**src/hdl/bird_pkg.sv**
```systemverilog
package bird_pkg;

	typedef logic signed [10:0] coord_t; // pixel coordinate, signed so edge math can dip below 0
	typedef logic [16:0]        fixed_t; // x in 1/64 pixel, 639*64 still fits
	typedef logic [7:0]         rand_t;  // one byte from the random source
	typedef logic [3:0]         life_t;  // life points, up to 15
	typedef logic [1:0]         speed_t; // 0..3, adds half a pixel per step each
	typedef logic [1:0]         damage_t; // life lost per accepted hit

	typedef struct packed {
		coord_t x; // left edge
		coord_t y; // top edge
	} point_t;

	// what the rest of the game sees of the bird
	typedef struct packed {
		point_t pos;
		logic   alive; // life left or still flashing
		logic   red;   // flashing after a hit
	} bird_status_t;

	localparam int screen_width  = 640;
	localparam int screen_height = 480;

	localparam int image_size = 32; // bird sprite and player box side
	localparam int drop_size  = 8;  // dropping box side

	localparam int frac_bits = 6; // 64 fixed units per pixel

	localparam int initial_x = 280;
	localparam int initial_y = 185; // row never changes

	localparam int red_frames = 32; // flash length after a hit

	localparam int change_chance  = 8;   // r below this lets the direction change
	localparam int drop_threshold = 240; // r above this lets a dropping go

	localparam int player_y = 440; // top edge of the player box

endpackage
```
**src/hdl/bird_game_core.sv**
```systemverilog
module bird_game_core #(
	parameter int random_offset = 0,
	parameter int drop_cooldown = 100,
	parameter int fall_step     = 4
) (
	input  logic                   clk,
	input  logic                   resetN,
	input  logic                   start_of_frame,
	input  bird_pkg::rand_t        random,
	input  logic                   deploy,
	input  bird_pkg::speed_t       speed,
	input  bird_pkg::damage_t      damage,
	input  bird_pkg::life_t        starting_life,
	input  logic                   shot,
	input  bird_pkg::point_t       shot_pos,
	input  bird_pkg::coord_t       player_x,
	output bird_pkg::bird_status_t bird,
	output logic                   drop_active,
	output bird_pkg::point_t       drop_pos,
	output logic                   player_hit
);

	logic drop_release; // bird lets a dropping go
	logic bird_hit;     // pending shot on the bird

	bird_motion #(
		.random_offset (random_offset),
		.drop_cooldown (drop_cooldown)
	) u_bird_motion (
		.clk            (clk),
		.resetN         (resetN),
		.start_of_frame (start_of_frame),
		.random         (random),
		.deploy         (deploy),
		.speed          (speed),
		.damage         (damage),
		.starting_life  (starting_life),
		.bird_hit       (bird_hit),
		.bird           (bird),
		.drop_release   (drop_release)
	);

	dropping_motion #(
		.fall_step (fall_step)
	) u_dropping_motion (
		.clk            (clk),
		.resetN         (resetN),
		.start_of_frame (start_of_frame),
		.drop_release   (drop_release),
		.bird_pos       (bird.pos),
		.drop_active    (drop_active),
		.drop_pos       (drop_pos)
	);

	hit_judge u_hit_judge (
		.clk            (clk),
		.resetN         (resetN),
		.start_of_frame (start_of_frame),
		.shot           (shot),
		.shot_pos       (shot_pos),
		.bird           (bird),
		.drop_active    (drop_active),
		.drop_pos       (drop_pos),
		.player_x       (player_x),
		.bird_hit       (bird_hit),
		.player_hit     (player_hit)
	);

endmodule

```
**src/hdl/hit_judge.sv**
```systemverilog
module hit_judge (
	input  logic                   clk,
	input  logic                   resetN,
	input  logic                   start_of_frame,
	input  logic                   shot,
	input  bird_pkg::point_t       shot_pos,
	input  bird_pkg::bird_status_t bird,
	input  logic                   drop_active,
	input  bird_pkg::point_t       drop_pos,
	input  bird_pkg::coord_t       player_x,
	output logic                   bird_hit,
	output logic                   player_hit
);

	int   bx; // bird box corner
	int   by;
	int   dx; // dropping box corner
	int   dy;
	int   px; // player box left edge
	logic shot_lands;
	logic drop_over_player;

	always_comb begin
		bx = bird.pos.x;
		by = bird.pos.y;
		dx = drop_pos.x;
		dy = drop_pos.y;
		px = player_x;
		// point inside the bird box, only a live bird can be hit
		shot_lands = shot && bird.alive &&
			(shot_pos.x >= bx) && (shot_pos.x < bx + bird_pkg::image_size) &&
			(shot_pos.y >= by) && (shot_pos.y < by + bird_pkg::image_size);
		// box overlap of dropping and player
		drop_over_player = drop_active &&
			(dx < px + bird_pkg::image_size) && (dx + bird_pkg::drop_size > px) &&
			(dy < bird_pkg::player_y + bird_pkg::image_size) &&
			(dy + bird_pkg::drop_size > bird_pkg::player_y);
	end

	always_ff @(posedge clk or negedge resetN) begin
		if (!resetN) begin
			bird_hit   <= 1'b0;
			player_hit <= 1'b0;
		end else begin
			player_hit <= start_of_frame && drop_over_player; // one cycle after the edge
			if (start_of_frame) begin
				bird_hit <= shot_lands; // old hit consumed now, keep one arriving this cycle
			end else if (shot_lands) begin
				bird_hit <= 1'b1;
			end
		end
	end

	a_player_hit_pulse: assert property (@(posedge clk) disable iff (!resetN)
		player_hit |=> !player_hit)
		else $error("player_hit held longer than one cycle");

endmodule

```
**src/hdl/dropping_motion.sv**
```systemverilog
module dropping_motion #(
	parameter int fall_step = 4 // pixels per frame
) (
	input  logic             clk,
	input  logic             resetN,
	input  logic             start_of_frame,
	input  logic             drop_release,
	input  bird_pkg::point_t bird_pos,
	output logic             drop_active,
	output bird_pkg::point_t drop_pos
);

	// centre the dropping under the bird sprite
	localparam int drop_x_offset = (bird_pkg::image_size - bird_pkg::drop_size) / 2;

	int y_next; // y after one more fall step

	assign y_next = int'(drop_pos.y) + fall_step;

	always_ff @(posedge clk or negedge resetN) begin
		if (!resetN) begin
			drop_active <= 1'b0;
			drop_pos    <= '0;
		end else begin
			if (!drop_active && drop_release) begin // release while busy is lost
				drop_pos.x  <= bird_pos.x + bird_pkg::coord_t'(drop_x_offset);
				drop_pos.y  <= bird_pos.y + bird_pkg::coord_t'(bird_pkg::image_size);
				drop_active <= 1'b1;
			end else if (drop_active && start_of_frame) begin
				if (y_next >= bird_pkg::screen_height) begin
					drop_active <= 1'b0; // fell off the bottom
				end else begin
					drop_pos.y <= bird_pkg::coord_t'(y_next);
				end
			end
		end
	end

	a_drop_on_screen: assert property (@(posedge clk) disable iff (!resetN)
		drop_active |-> (drop_pos.y < bird_pkg::screen_height))
		else $error("active dropping below the screen");

endmodule

```
**src/hdl/bird_motion.sv**
```systemverilog
module bird_motion #(
	parameter int random_offset = 0,  // lets several birds share one random source
	parameter int drop_cooldown = 100 // frames between two droppings
) (
	input  logic                   clk,
	input  logic                   resetN,
	input  logic                   start_of_frame,
	input  bird_pkg::rand_t        random,
	input  logic                   deploy,
	input  bird_pkg::speed_t       speed,
	input  bird_pkg::damage_t      damage,
	input  bird_pkg::life_t        starting_life,
	input  logic                   bird_hit,
	output bird_pkg::bird_status_t bird,
	output logic                   drop_release
);

	typedef enum logic [1:0] {st_idle, st_right, st_left} dir_t;

	localparam int left_turn_px  = 2 * bird_pkg::image_size; // forced right below this
	localparam int right_turn_px = bird_pkg::screen_width - 2 * bird_pkg::image_size - 1;
	localparam int right_stop_px = bird_pkg::screen_width - bird_pkg::image_size - 1;

	dir_t              state;
	dir_t              next_state;
	bird_pkg::fixed_t  x_fix;   // sub-pixel x
	bird_pkg::fixed_t  step;    // per-frame move in fixed units
	bird_pkg::coord_t  x_pix;   // whole pixels
	bird_pkg::life_t   life;
	logic [5:0]        red_cnt; // frames left to flash
	logic [15:0]       cooldown; // frames until a drop is allowed again
	int                r;       // offset random value
	logic              red;
	logic              release_now;

	always_comb begin
		r = int'(random) + random_offset;
		if (r > 255) begin
			r = r - 255; // wrap back into a byte
		end
	end

	assign step  = bird_pkg::fixed_t'(64 + 32 * speed); // 1, 1.5, 2, 2.5 px
	assign x_pix = bird_pkg::coord_t'(x_fix >> bird_pkg::frac_bits);
	assign red   = red_cnt != 0;

	assign release_now = (life != 0) && (cooldown == 0) && (r > bird_pkg::drop_threshold);

	// direction choice, applied on the next frame
	always_comb begin
		next_state = state;
		if (r < bird_pkg::change_chance) begin
			if (state == st_idle) begin
				if (x_pix < left_turn_px) begin
					next_state = st_right; // too close to the left wall
				end else if (x_pix > right_turn_px) begin
					next_state = st_left;  // too close to the right wall
				end else if (r < bird_pkg::change_chance / 2) begin
					next_state = st_right; // lower half of the chance band
				end else begin
					next_state = st_left;
				end
			end else begin
				next_state = st_idle; // a moving bird always pauses first
			end
		end
	end

	always_ff @(posedge clk or negedge resetN) begin
		if (!resetN) begin
			state        <= st_idle;
			x_fix        <= bird_pkg::fixed_t'(bird_pkg::initial_x << bird_pkg::frac_bits);
			life         <= '0;
			red_cnt      <= '0;
			cooldown     <= 16'(drop_cooldown);
			drop_release <= 1'b0;
		end else begin
			drop_release <= 1'b0; // one-cycle pulse
			if (start_of_frame) begin
				state    <= next_state;
				red_cnt  <= red ? red_cnt - 6'd1 : '0;
				cooldown <= (cooldown != 0) ? cooldown - 16'd1 : '0;

				case (state) // moves with the direction held during this frame
				st_right: begin
					if (x_pix < right_stop_px) begin
						x_fix <= x_fix + step;
					end
				end
				st_left: begin
					if (x_fix >= (step << 1)) begin
						x_fix <= x_fix - step;
					end
				end
				default: x_fix <= x_fix; // idle hovers
				endcase

				if (bird_hit && !red) begin // hits while flashing are ignored
					life    <= (life > bird_pkg::life_t'(damage)) ?
						life - bird_pkg::life_t'(damage) : '0;
					red_cnt <= 6'(bird_pkg::red_frames);
				end else if (deploy) begin
					life <= starting_life;
				end

				if (release_now) begin
					drop_release <= 1'b1;
					cooldown     <= 16'(drop_cooldown); // restart the wait
				end
			end
		end
	end

	always_comb begin
		bird.pos.x = x_pix;
		bird.pos.y = bird_pkg::coord_t'(bird_pkg::initial_y); // fixed row
		bird.alive = (life != 0) || red; // keeps flashing after the last hit
		bird.red   = red;
	end

	a_release_after_frame: assert property (@(posedge clk) disable iff (!resetN)
		$rose(drop_release) |-> $past(start_of_frame))
		else $error("drop_release rose outside the cycle after a frame strobe");

endmodule

```
**config.mk**
```make
export PLATFORM = sky130hd
export DESIGN_NAME = bird_game_core
export DESIGN_NICKNAME = d
export VERILOG_FILES = /design/src/hdl/bird_pkg.sv /design/src/hdl/bird_game_core.sv /design/src/hdl/hit_judge.sv /design/src/hdl/dropping_motion.sv /design/src/hdl/bird_motion.sv
export SDC_FILE = /design/constraint.sdc
export NUM_CORES = 1
export LEC_CHECK = 0
export BUFFER_PORTS_ARGS = -buffer_cell sky130_fd_sc_hd__buf_2
export CAP_MARGIN = 15
export CORE_UTILIZATION = 55
export CTS_CLUSTER_SIZE = 12
export DETAILED_ROUTE_END_ITERATION = 8
export PLACE_DENSITY = 0.79
export RECOVER_POWER = 50
export SLEW_MARGIN = 20
export SYNTH_ARGS = -nofsm -noshare
export SYNTH_HDL_FRONTEND = slang
export SYNTH_SLANG_ARGS = --single-unit
```
**constraint.sdc**
```tcl
create_clock -name clk -period 4.03 [get_ports clk]
set_input_delay 0.806 -clock clk [delete_from_list [all_inputs] [get_ports clk]]
set_output_delay 0.806 -clock clk [all_outputs]
set_load 0.01 [all_outputs]
```
==> flow_summary.ini, run 1 <==
[status]
outcome = finished with violations
violations = capacitance limit, slew limit

[synth]
synth-edff-count = 0
synth-seq-cells = 65
yosysSeqAreaShare = 0.287
synthArstFlopShare = 1.00
synth_warnings = 0
avgSynthCellArea_sq_um = 8.48
synth.cell_area_sq_um = 5700
synth_flop_cell = dfrtp_1
synth_cell_types = 68
netlist_instances = 672

[timing]
hold_slack_ns = 0.478
setup_ws_ns = 1.05
rsz0062_at_grt = false
worstMarginPinSlew_ns = 1.91
period_share = 0.740
finalSetupTns_ns = 0
setup_violations = 0
fmaxAchievable_mhz = 335
finalHoldViolCount = 0
drv_slew = 37
max_slew_margin = -0.270
finalCriticalPeriod_ns = 2.98
finalClockSkew_ns = 0.0122

[pwr]
peakVddDrop_mv = 0.357
pwr_density_cell_nw_per_um2 = 606
p_leak_nw = 3.03
finalPower_mw = 3.79

[clock_network]
cts_buffer_depth = 2
cts_resized = 0
cts-root-buf = clkbuf_8
clk_pin_slew_worst_paths_ns = 0.07
ctsHtreeMaxLevel = 3
hold_buffers = 0
cts_setup_buffers = 0
cts_made_buffers = 9
cts.sinks = 65
tritoncts = yes
clock_latency_ns = 0.35

[critical_path]
worstSetupStartpointType = register
r2r-start = u_bird_motion.state[0]
cp.required_ns = 4.30
crit_type = reg2reg
critPathMaxFanout = 11
r2r_setup_slack_ns = 1.05
crit_arrival_ns = 3.25
rr_worst_depth = 11
end_kind = register
r2r-end = u_bird_motion.x_fix[16]

[route]
totalWireLength_um = 13000
wire_per_inst_um = 14.8
vias_per_cell = 5.75
routed-via-count = 5056
initialDrtViolationCount = 191
drc_errors = 0
firstDrtPassIters = 5
ant_nets = 0

[cells_and_area]
fin_nets = 872
final_cell_mix = buf_2 (84), ha_1 (75), nand2_1 (74)
drive_gt1_frac = 0.160
stdcell_count = 879
stdcell_area_sq_um = 6250
area_delta_synth_final_pct = 9.73
diodes = 0
final_common_cell = buf_2
final_util = 0.631

[run]
cap_violations = 1

[global_routing]
overflow = 0
antenna_found_initial = 0
grt_max_degree = 37
grt_pass1_wl_um = 22400
grt_pass1_vias = 4914
grt_use_total = 0.253

[floorplanning]
initial_core_util = 0.575
fp.coreArea_sq_um = 9910
rows = 36
pin_count = 102
dieArea_sq_um = 10800
die_x_um = 104
die_y_um = 104

[place]
gp_congestion = 0.972
dpl-instance-area_sq_um = 6080
dp_cells = 863
pre_cts_ws_ns = 0.745
port_buffers = 89
dp_hpwl_um = 10200

[worst_hold_path]
holdCritStartpoint = u_bird_motion.cooldown[6]
hold_class = reg2reg
min_to = u_bird_motion.cooldown[6]
holdPathStages = 2
flip-flops by register name (all words and copies together), names as in the netlist:
signal,cells
u_bird_motion.drop_release,1
u_dropping_motion.drop_pos,21
u_bird_motion.red_cnt,6
u_bird_motion.x_fix,12
u_bird_motion.state,2
u_bird_motion.life,4
u_dropping_motion.drop_active,1
u_bird_motion.cooldown,16
u_hit_judge.bird_hit,1
u_hit_judge.player_hit,1
layer usage:
layer  global-route usage  vias to the layer above  part of all wire
met2                0.419                      148              0.47
met5                    0                        -                 0
met1                0.323                     2398              0.44
met3               0.0434                       32             0.060
li1                     -                     2478                 -
met4                0.116                        0             0.028
logic make-up after synthesis:
kind of cell | Yosys count | share of synthesized area
and+or+nand+nor | 234 | 0.208
AOI/OAI and AO/OA | 139 | 0.155
buffers and inverters | 97 | 0.0843
adders and majority gates | 77 | 0.172
DFF | 65 | 0.287
xor gates and xnor gates | 43 | 0.0661
muxes | 15 | 0.0268
other | 2 | 0.00132
report_power, final:
part	internal, mW	switching [mW]	total [mW]	leakage (nW)
Clock	0.241	0.266	0.506	0.0922
Combinational	0.891	1.15	2.05	2.14
Sequential	0.891	0.343	1.23	0.800
worst max path at each step:
stage	from	endpoint	slack, ns
3_5_place_dp	speed[0]	u_bird_motion.x_fix[16]	0.75
6_report	u_bird_motion.state[0]	u_bird_motion.x_fix[16]	1.05
5_1_grt	resetN	u_dropping_motion.drop_pos[17]	0.56
4_1_cts	speed[0]	u_bird_motion.x_fix[16]	1.11
2_1_floorplan	speed[0]	u_bird_motion.x_fix[16]	1.16
3_3_place_gp	speed[0]	u_bird_motion.x_fix[16]	0.84
cell usage after synthesis (all sizes together) (2+ instances only):
master,instances,share of area
ha,75,0.16
nand2,74,0.049
dfrtp,59,0.26
o21ai,55,0.048
inv,53,0.035
nor2,45,0.030
buf,34,0.043
xnor2,33,0.051
nand3,25,0.022
a21oi,23,0.020
nor3,21,0.018
mux2i,13,0.023
nand4,13,0.015
a211oi,10,0.013
xor2,10,0.015
a21o,9,0.012
clkbuf,9,0.0059
and3,8,0.0088
nand2b,8,0.0088
nor2b,8,0.0088
nor4,8,0.014
dfstp,6,0.028
a31oi,5,0.0055
and4,5,0.0079
a41oi,4,0.0061
nor4b,4,0.0061
o21a,4,0.0053
nand3b,3,0.0040
nor3b,3,0.0040
o22ai,3,0.0033
o31ai,3,0.0048
or3,3,0.0033
or4,3,0.0046
a21boi,2,0.0026
and2,2,0.0022
conb,2,0.0013
fa,2,0.0070
mux2,2,0.0040
o211ai,2,0.0026
o21bai,2,0.0026
o41ai,2,0.0031
area by class of cell:
| type | instances | area, sq um |
|---|---|---|
| repair buffers | 91 | 447 |
| multi-input cells | 520 | 3620 |
| inverters | 54 | 203 |
| fillers | 876 | 3660 |
| well taps | 133 | 166 |
| clock buffers | 10 | 138 |
| clock inverters | 6 | 43.8 |
| flip-flops and latches | 65 | 1630 |
worst max-delay path, cell delays in order (launching register included):
cell,delay [ns]
dfrtp_1,0.41
inv_1,0.09
ha_1,0.43
nand2_1,0.13
o21ai_0,0.19
ha_1,0.30
nor2b_1,0.13
o31a_1,0.27
o21ai_0,0.36
o21ai_0,0.22
mux2i_1,0.23
xnor2_1,0.13
No activity file was read; power rests on OpenSTA's default activity.
==> run 2, diff against run 1 <==
clock period = 2.9 ns   (was 4.03 ns; I/O delays follow)
==> flow_summary.ini, run 2 (same netlist as run 1, synthesis figures left out) <==
[status]
outcome = finished clean

[timing]
worstMarginPinSlew_ns = 1.23
setup_violations = 0
finalSetupTns_ns = 0
period_share = 0.930
finalHoldViolCount = 0
finalClockSkew_ns = 0.0124
fmaxAchievable_mhz = 371
finalCriticalPeriod_ns = 2.70
rsz0062_at_grt = false
max_slew_margin = 0.182
drv_slew = 0

[cells_and_area]
final_util = 0.641
final_common_cell = buf_2
diodes = 0
drive_gt1_frac = 0.158
stdcell_count = 886
fillers = 881
area_delta_synth_final_pct = 11.6
final_cell_mix = buf_2 (78), ha_1 (75), nand2_1 (74)
top_regs = u_dropping_motion.drop_pos: 21 flops, u_bird_motion.cooldown: 16 flops, u_bird_motion.x_fix: 12 flops
largest_reg_flops = 21
regMostFlops = u_dropping_motion.drop_pos
fin_nets = 879
stdcell_area_sq_um = 6360

[route]
vias_per_cell = 5.83
firstDrtPassIters = 5
ant_nets = 0
totalWireLength_um = 13600
routed-via-count = 5162
drc_errors = 0
wire_per_inst_um = 15.3
initialDrtViolationCount = 253

[clock_network]
cts_made_buffers = 9
tritoncts = yes
cts.sinks = 65
clock_latency_ns = 0.35
clk_pin_slew_worst_paths_ns = 0.08
cts_buffer_depth = 2
cts-root-buf = clkbuf_8
ctsHtreeMaxLevel = 3

[global_routing]
grt_max_degree = 32
antenna_found_initial = 0
overflow = 0
grt_use_total = 0.263
grt_pass1_wl_um = 23200
grt_pass1_vias = 5009

[place]
gp_congestion = 0.914
dp_hpwl_um = 10600
dpl-instance-area_sq_um = 6150
port_buffers = 89
dp_cells = 870

[floorplanning]
die_x_um = 104
dieArea_sq_um = 10800
rows = 36
die_y_um = 104
initial_core_util = 0.575
pin_count = 102
fp.coreArea_sq_um = 9910

[critical_path]
rr_worst_depth = 11
r2r-start = u_bird_motion.state[0]
r2r-end = u_bird_motion.x_fix[16]
cp.required_ns = 3.17
r2r_setup_slack_ns = 0.20
end_kind = register
worstSetupStartpointType = register
critPathMaxFanout = 8
crit_type = reg2reg
crit_arrival_ns = 2.97

[run]
cap_violations = 0

[pwr]
pwr_density_cell_nw_per_um2 = 881
finalPower_mw = 5.60
p_leak_nw = 3.07
peakVddDrop_mv = 0.598

[worst_hold_path]
hold_class = in2async
[run 2: metrics by stage]
stage	setup WS, ns	hold slack, ns
finish	0.202	0.469
global route	0.00156	0.512
CTS	0.211	0.214
detailed placement	-0.0654	0.473
global placement	0.0163	0.468
floorplan	0.253	0.284
[run 2: worst max-delay path: stages (launching register included)]
cell and delay [ns]:
dfrtp_1 0.38, inv_1 0.07, ha_1 0.27, buf_4 0.20, a21o_1 0.22, ha_1 0.39, o21ai_0 0.12, a22oi_1 0.20
o21ai_0 0.18, o21ai_1 0.20, mux2i_1 0.24, xnor2_1 0.14
[run 2: layer usage]
| layer | part of all wire | routed length (um) | vias to the layer above | GRT usage |
|---|---|---|---|---|
| li1 | - | - | 2492 | - |
| met1 | 0.44 | 5950 | 2445 | 0.335 |
| met2 | 0.49 | 6590 | 198 | 0.452 |
| met3 | 0.053 | 724 | 27 | 0.0365 |
| met4 | 0.023 | 309 | 0 | 0.102 |
| met5 | 0 | 0 | - | 0 |
[run 2: layout make-up]
cell class | count | area [sq um] | area share
repair buffers | 98 | 489 | 0.0770
inverters | 54 | 203 | 0.0319
flip-flops and latches | 65 | 1630 | 0.257
multi-input cells | 520 | 3620 | 0.570
well taps | 133 | 166 | 0.0262
clock inverters | 6 | 115 | 0.0181
clock buffers | 10 | 128 | 0.0201
[run 2: how the worst max path moves through the flow]
stage,start,to,slack (ns),cells after the start
after global routing,u_bird_motion.state[0],u_bird_motion.x_fix[13],0.002,11
after CTS,u_bird_motion.state[0],u_bird_motion.x_fix[16],0.21,11
after floorplan,speed[0],u_bird_motion.x_fix[16],0.25,10
after detailed placement,speed[0],u_bird_motion.x_fix[16],-0.07,11
final,u_bird_motion.state[0],u_bird_motion.x_fix[16],0.20,11
after global placement,speed[0],u_bird_motion.x_fix[16],0.02,11
[run 2: where the power goes]
part,switching [mW],internal (mW),leakage (nW)
clock,0.376,0.576,0.117
combinational,1.64,1.27,2.15
sequential,0.496,1.24,0.800
[run 2: what timing repair did]
item,4_1_cts,5_1_grt
buffers inserted,0,0
gates resized for setup,0,2
hold buffers,0,0
setup endpoints to repair,0,2
==> run 3, diff against run 2 <==
REMOVE_ABC_BUFFERS = 1   (was default)
==> flow_summary.ini, run 3 (same netlist as run 1, synthesis figures left out) <==
[status]
outcome = finished with violations
violations = capacitance limit, slew limit

[timing]
rsz0062_at_grt = false
finalSetupTns_ns = 0
fmaxAchievable_mhz = 369
period_share = 0.934
worstMarginPinSlew_ns = 1.67
finalClockSkew_ns = 0.0136
setup_violations = 0
max_slew_margin = -0.111
finalCriticalPeriod_ns = 2.71
drv_slew = 66
setup_ws_ns = 0.193
finalHoldViolCount = 0

[route]
vias_per_cell = 5.80
drc_errors = 0
wire_per_inst_um = 15.0
routed-via-count = 5143
ant_nets = 0
initialDrtViolationCount = 254
firstDrtPassIters = 5
totalWireLength_um = 13300

[floorplanning]
pin_count = 102
fp.coreArea_sq_um = 9910
initial_core_util = 0.575
rows = 36
die_x_um = 104
die_y_um = 104
dieArea_sq_um = 10800

[run]
cap_violations = 1

[cells_and_area]
drive_gt1_frac = 0.163
regMostFlops = u_dropping_motion.drop_pos
top_regs = u_dropping_motion.drop_pos: 21 flops, u_bird_motion.cooldown: 16 flops, u_bird_motion.x_fix: 12 flops
final_cell_mix = buf_2 (79), ha_1 (75), nand2_1 (74)
largest_reg_flops = 21
fillers = 847
area_delta_synth_final_pct = 11.9
final_common_cell = buf_2
diodes = 0
fin_nets = 880

[global_routing]
grt_pass1_wl_um = 23000
antenna_found_initial = 0
grt_max_degree = 66
grt_pass1_vias = 5009
overflow = 0
grt_use_total = 0.260

[pwr]
pwr_density_cell_nw_per_um2 = 882
peakVddDrop_mv = 0.648
finalPower_mw = 5.62
p_leak_nw = 3.09

[critical_path]
critPathSlowestCell = dfrtp_1
critPathMaxFanout = 8
cpPeakStageDelay_ns = 0.39
worstSetupStartpointType = register
end_kind = register
crit_arrival_ns = 2.98
cp.required_ns = 3.17
crit_type = reg2reg
crit_chain = inv_1, ha_1, buf_4, a21o_1, ha_1, o21ai_0, a22oi_1, o21ai_0, o21ai_1, mux2i_1, xnor2_1

[clock_network]
cts-root-buf = clkbuf_8
ctsHtreeMaxLevel = 3
cts_made_buffers = 9
cts_setup_buffers = 0
cts.sinks = 65
tritoncts = yes
clk_pin_slew_worst_paths_ns = 0.08
clock_latency_ns = 0.36
cts_buffer_depth = 2
hold_buffers = 0

[place]
gp_congestion = 0.961
port_buffers = 89
dp_hpwl_um = 10100
pre_cts_ws_ns = 0.0423

[worst_hold_path]
hold_class = reg2reg
==> run 3: metrics by stage <==
stage | std cells | utilization | hold WS [ns] | area, sq um
3_3_place_gp | 871 | 0.620 | 0.466 | 6140
6_report | 887 | 0.643 | 0.480 | 6370
2_1_floorplan | 639 | - | 0.284 | 5460
3_5_place_dp | 871 | 0.620 | 0.463 | 6140
4_1_cts | 887 | 0.644 | 0.435 | 6390
5_1_grt | 887 | 0.643 | 0.506 | 6370
==> run 3: per-layer routing <==
metal  GRT usage  routed length, um
met5           0                  0
met4      0.0949                325
met3      0.0453                820
met2       0.435               6260
met1       0.336               5870
==> run 3: worst paths after layout <==
path                                           startpoint                        end  slack (ns)  cells after the start
max in group asynchronous                          resetN    u_bird_motion.x_fix[16]        1.16                      2
min in group asynchronous                          resetN     u_bird_motion.x_fix[5]        0.70                      2
worst max-delay path               u_bird_motion.state[0]    u_bird_motion.x_fix[16]        0.19                     11
worst min-delay path            u_bird_motion.cooldown[6]  u_bird_motion.cooldown[6]        0.48                      2
worst max register to register     u_bird_motion.state[0]    u_bird_motion.x_fix[16]        0.19                     11
worst min register to register  u_bird_motion.cooldown[6]  u_bird_motion.cooldown[6]        0.48                      2
==> run 3: area by class of cell <==
class	count	area, sq um	share of cell area
Multi-Input combinational cell	520	3620	0.568
Sequential cell	65	1630	0.256
Timing Repair Buffer	99	505	0.0793
Inverter	54	203	0.0318
Tap cell	133	166	0.0261
Clock buffer	10	128	0.0200
Clock inverter	6	115	0.0181
==> run 3: where the power goes <==
group / internal [mW] / switching, mW
registers: 1.24 / 0.486
logic: 1.29 / 1.64
clock network: 0.576 / 0.388
==> run 3: what timing repair did <==
action / CTS / global route
endpoints found under the setup margin: 0 / 2
endpoints found under the hold margin: 0 / 0
resized for setup: 0 / 2
==> run 3: worst max-delay path, delay by kind of cell, from the launching register on <==
kind	cells	cell delay (ns)
buffers and inverters	2	0.28
multiplexers	1	0.25
AO/OA/AOI/OAI	5	0.89
XOR/XNOR	1	0.15
flip-flops	1	0.39
adder cells (fa/ha/maj)	2	0.66
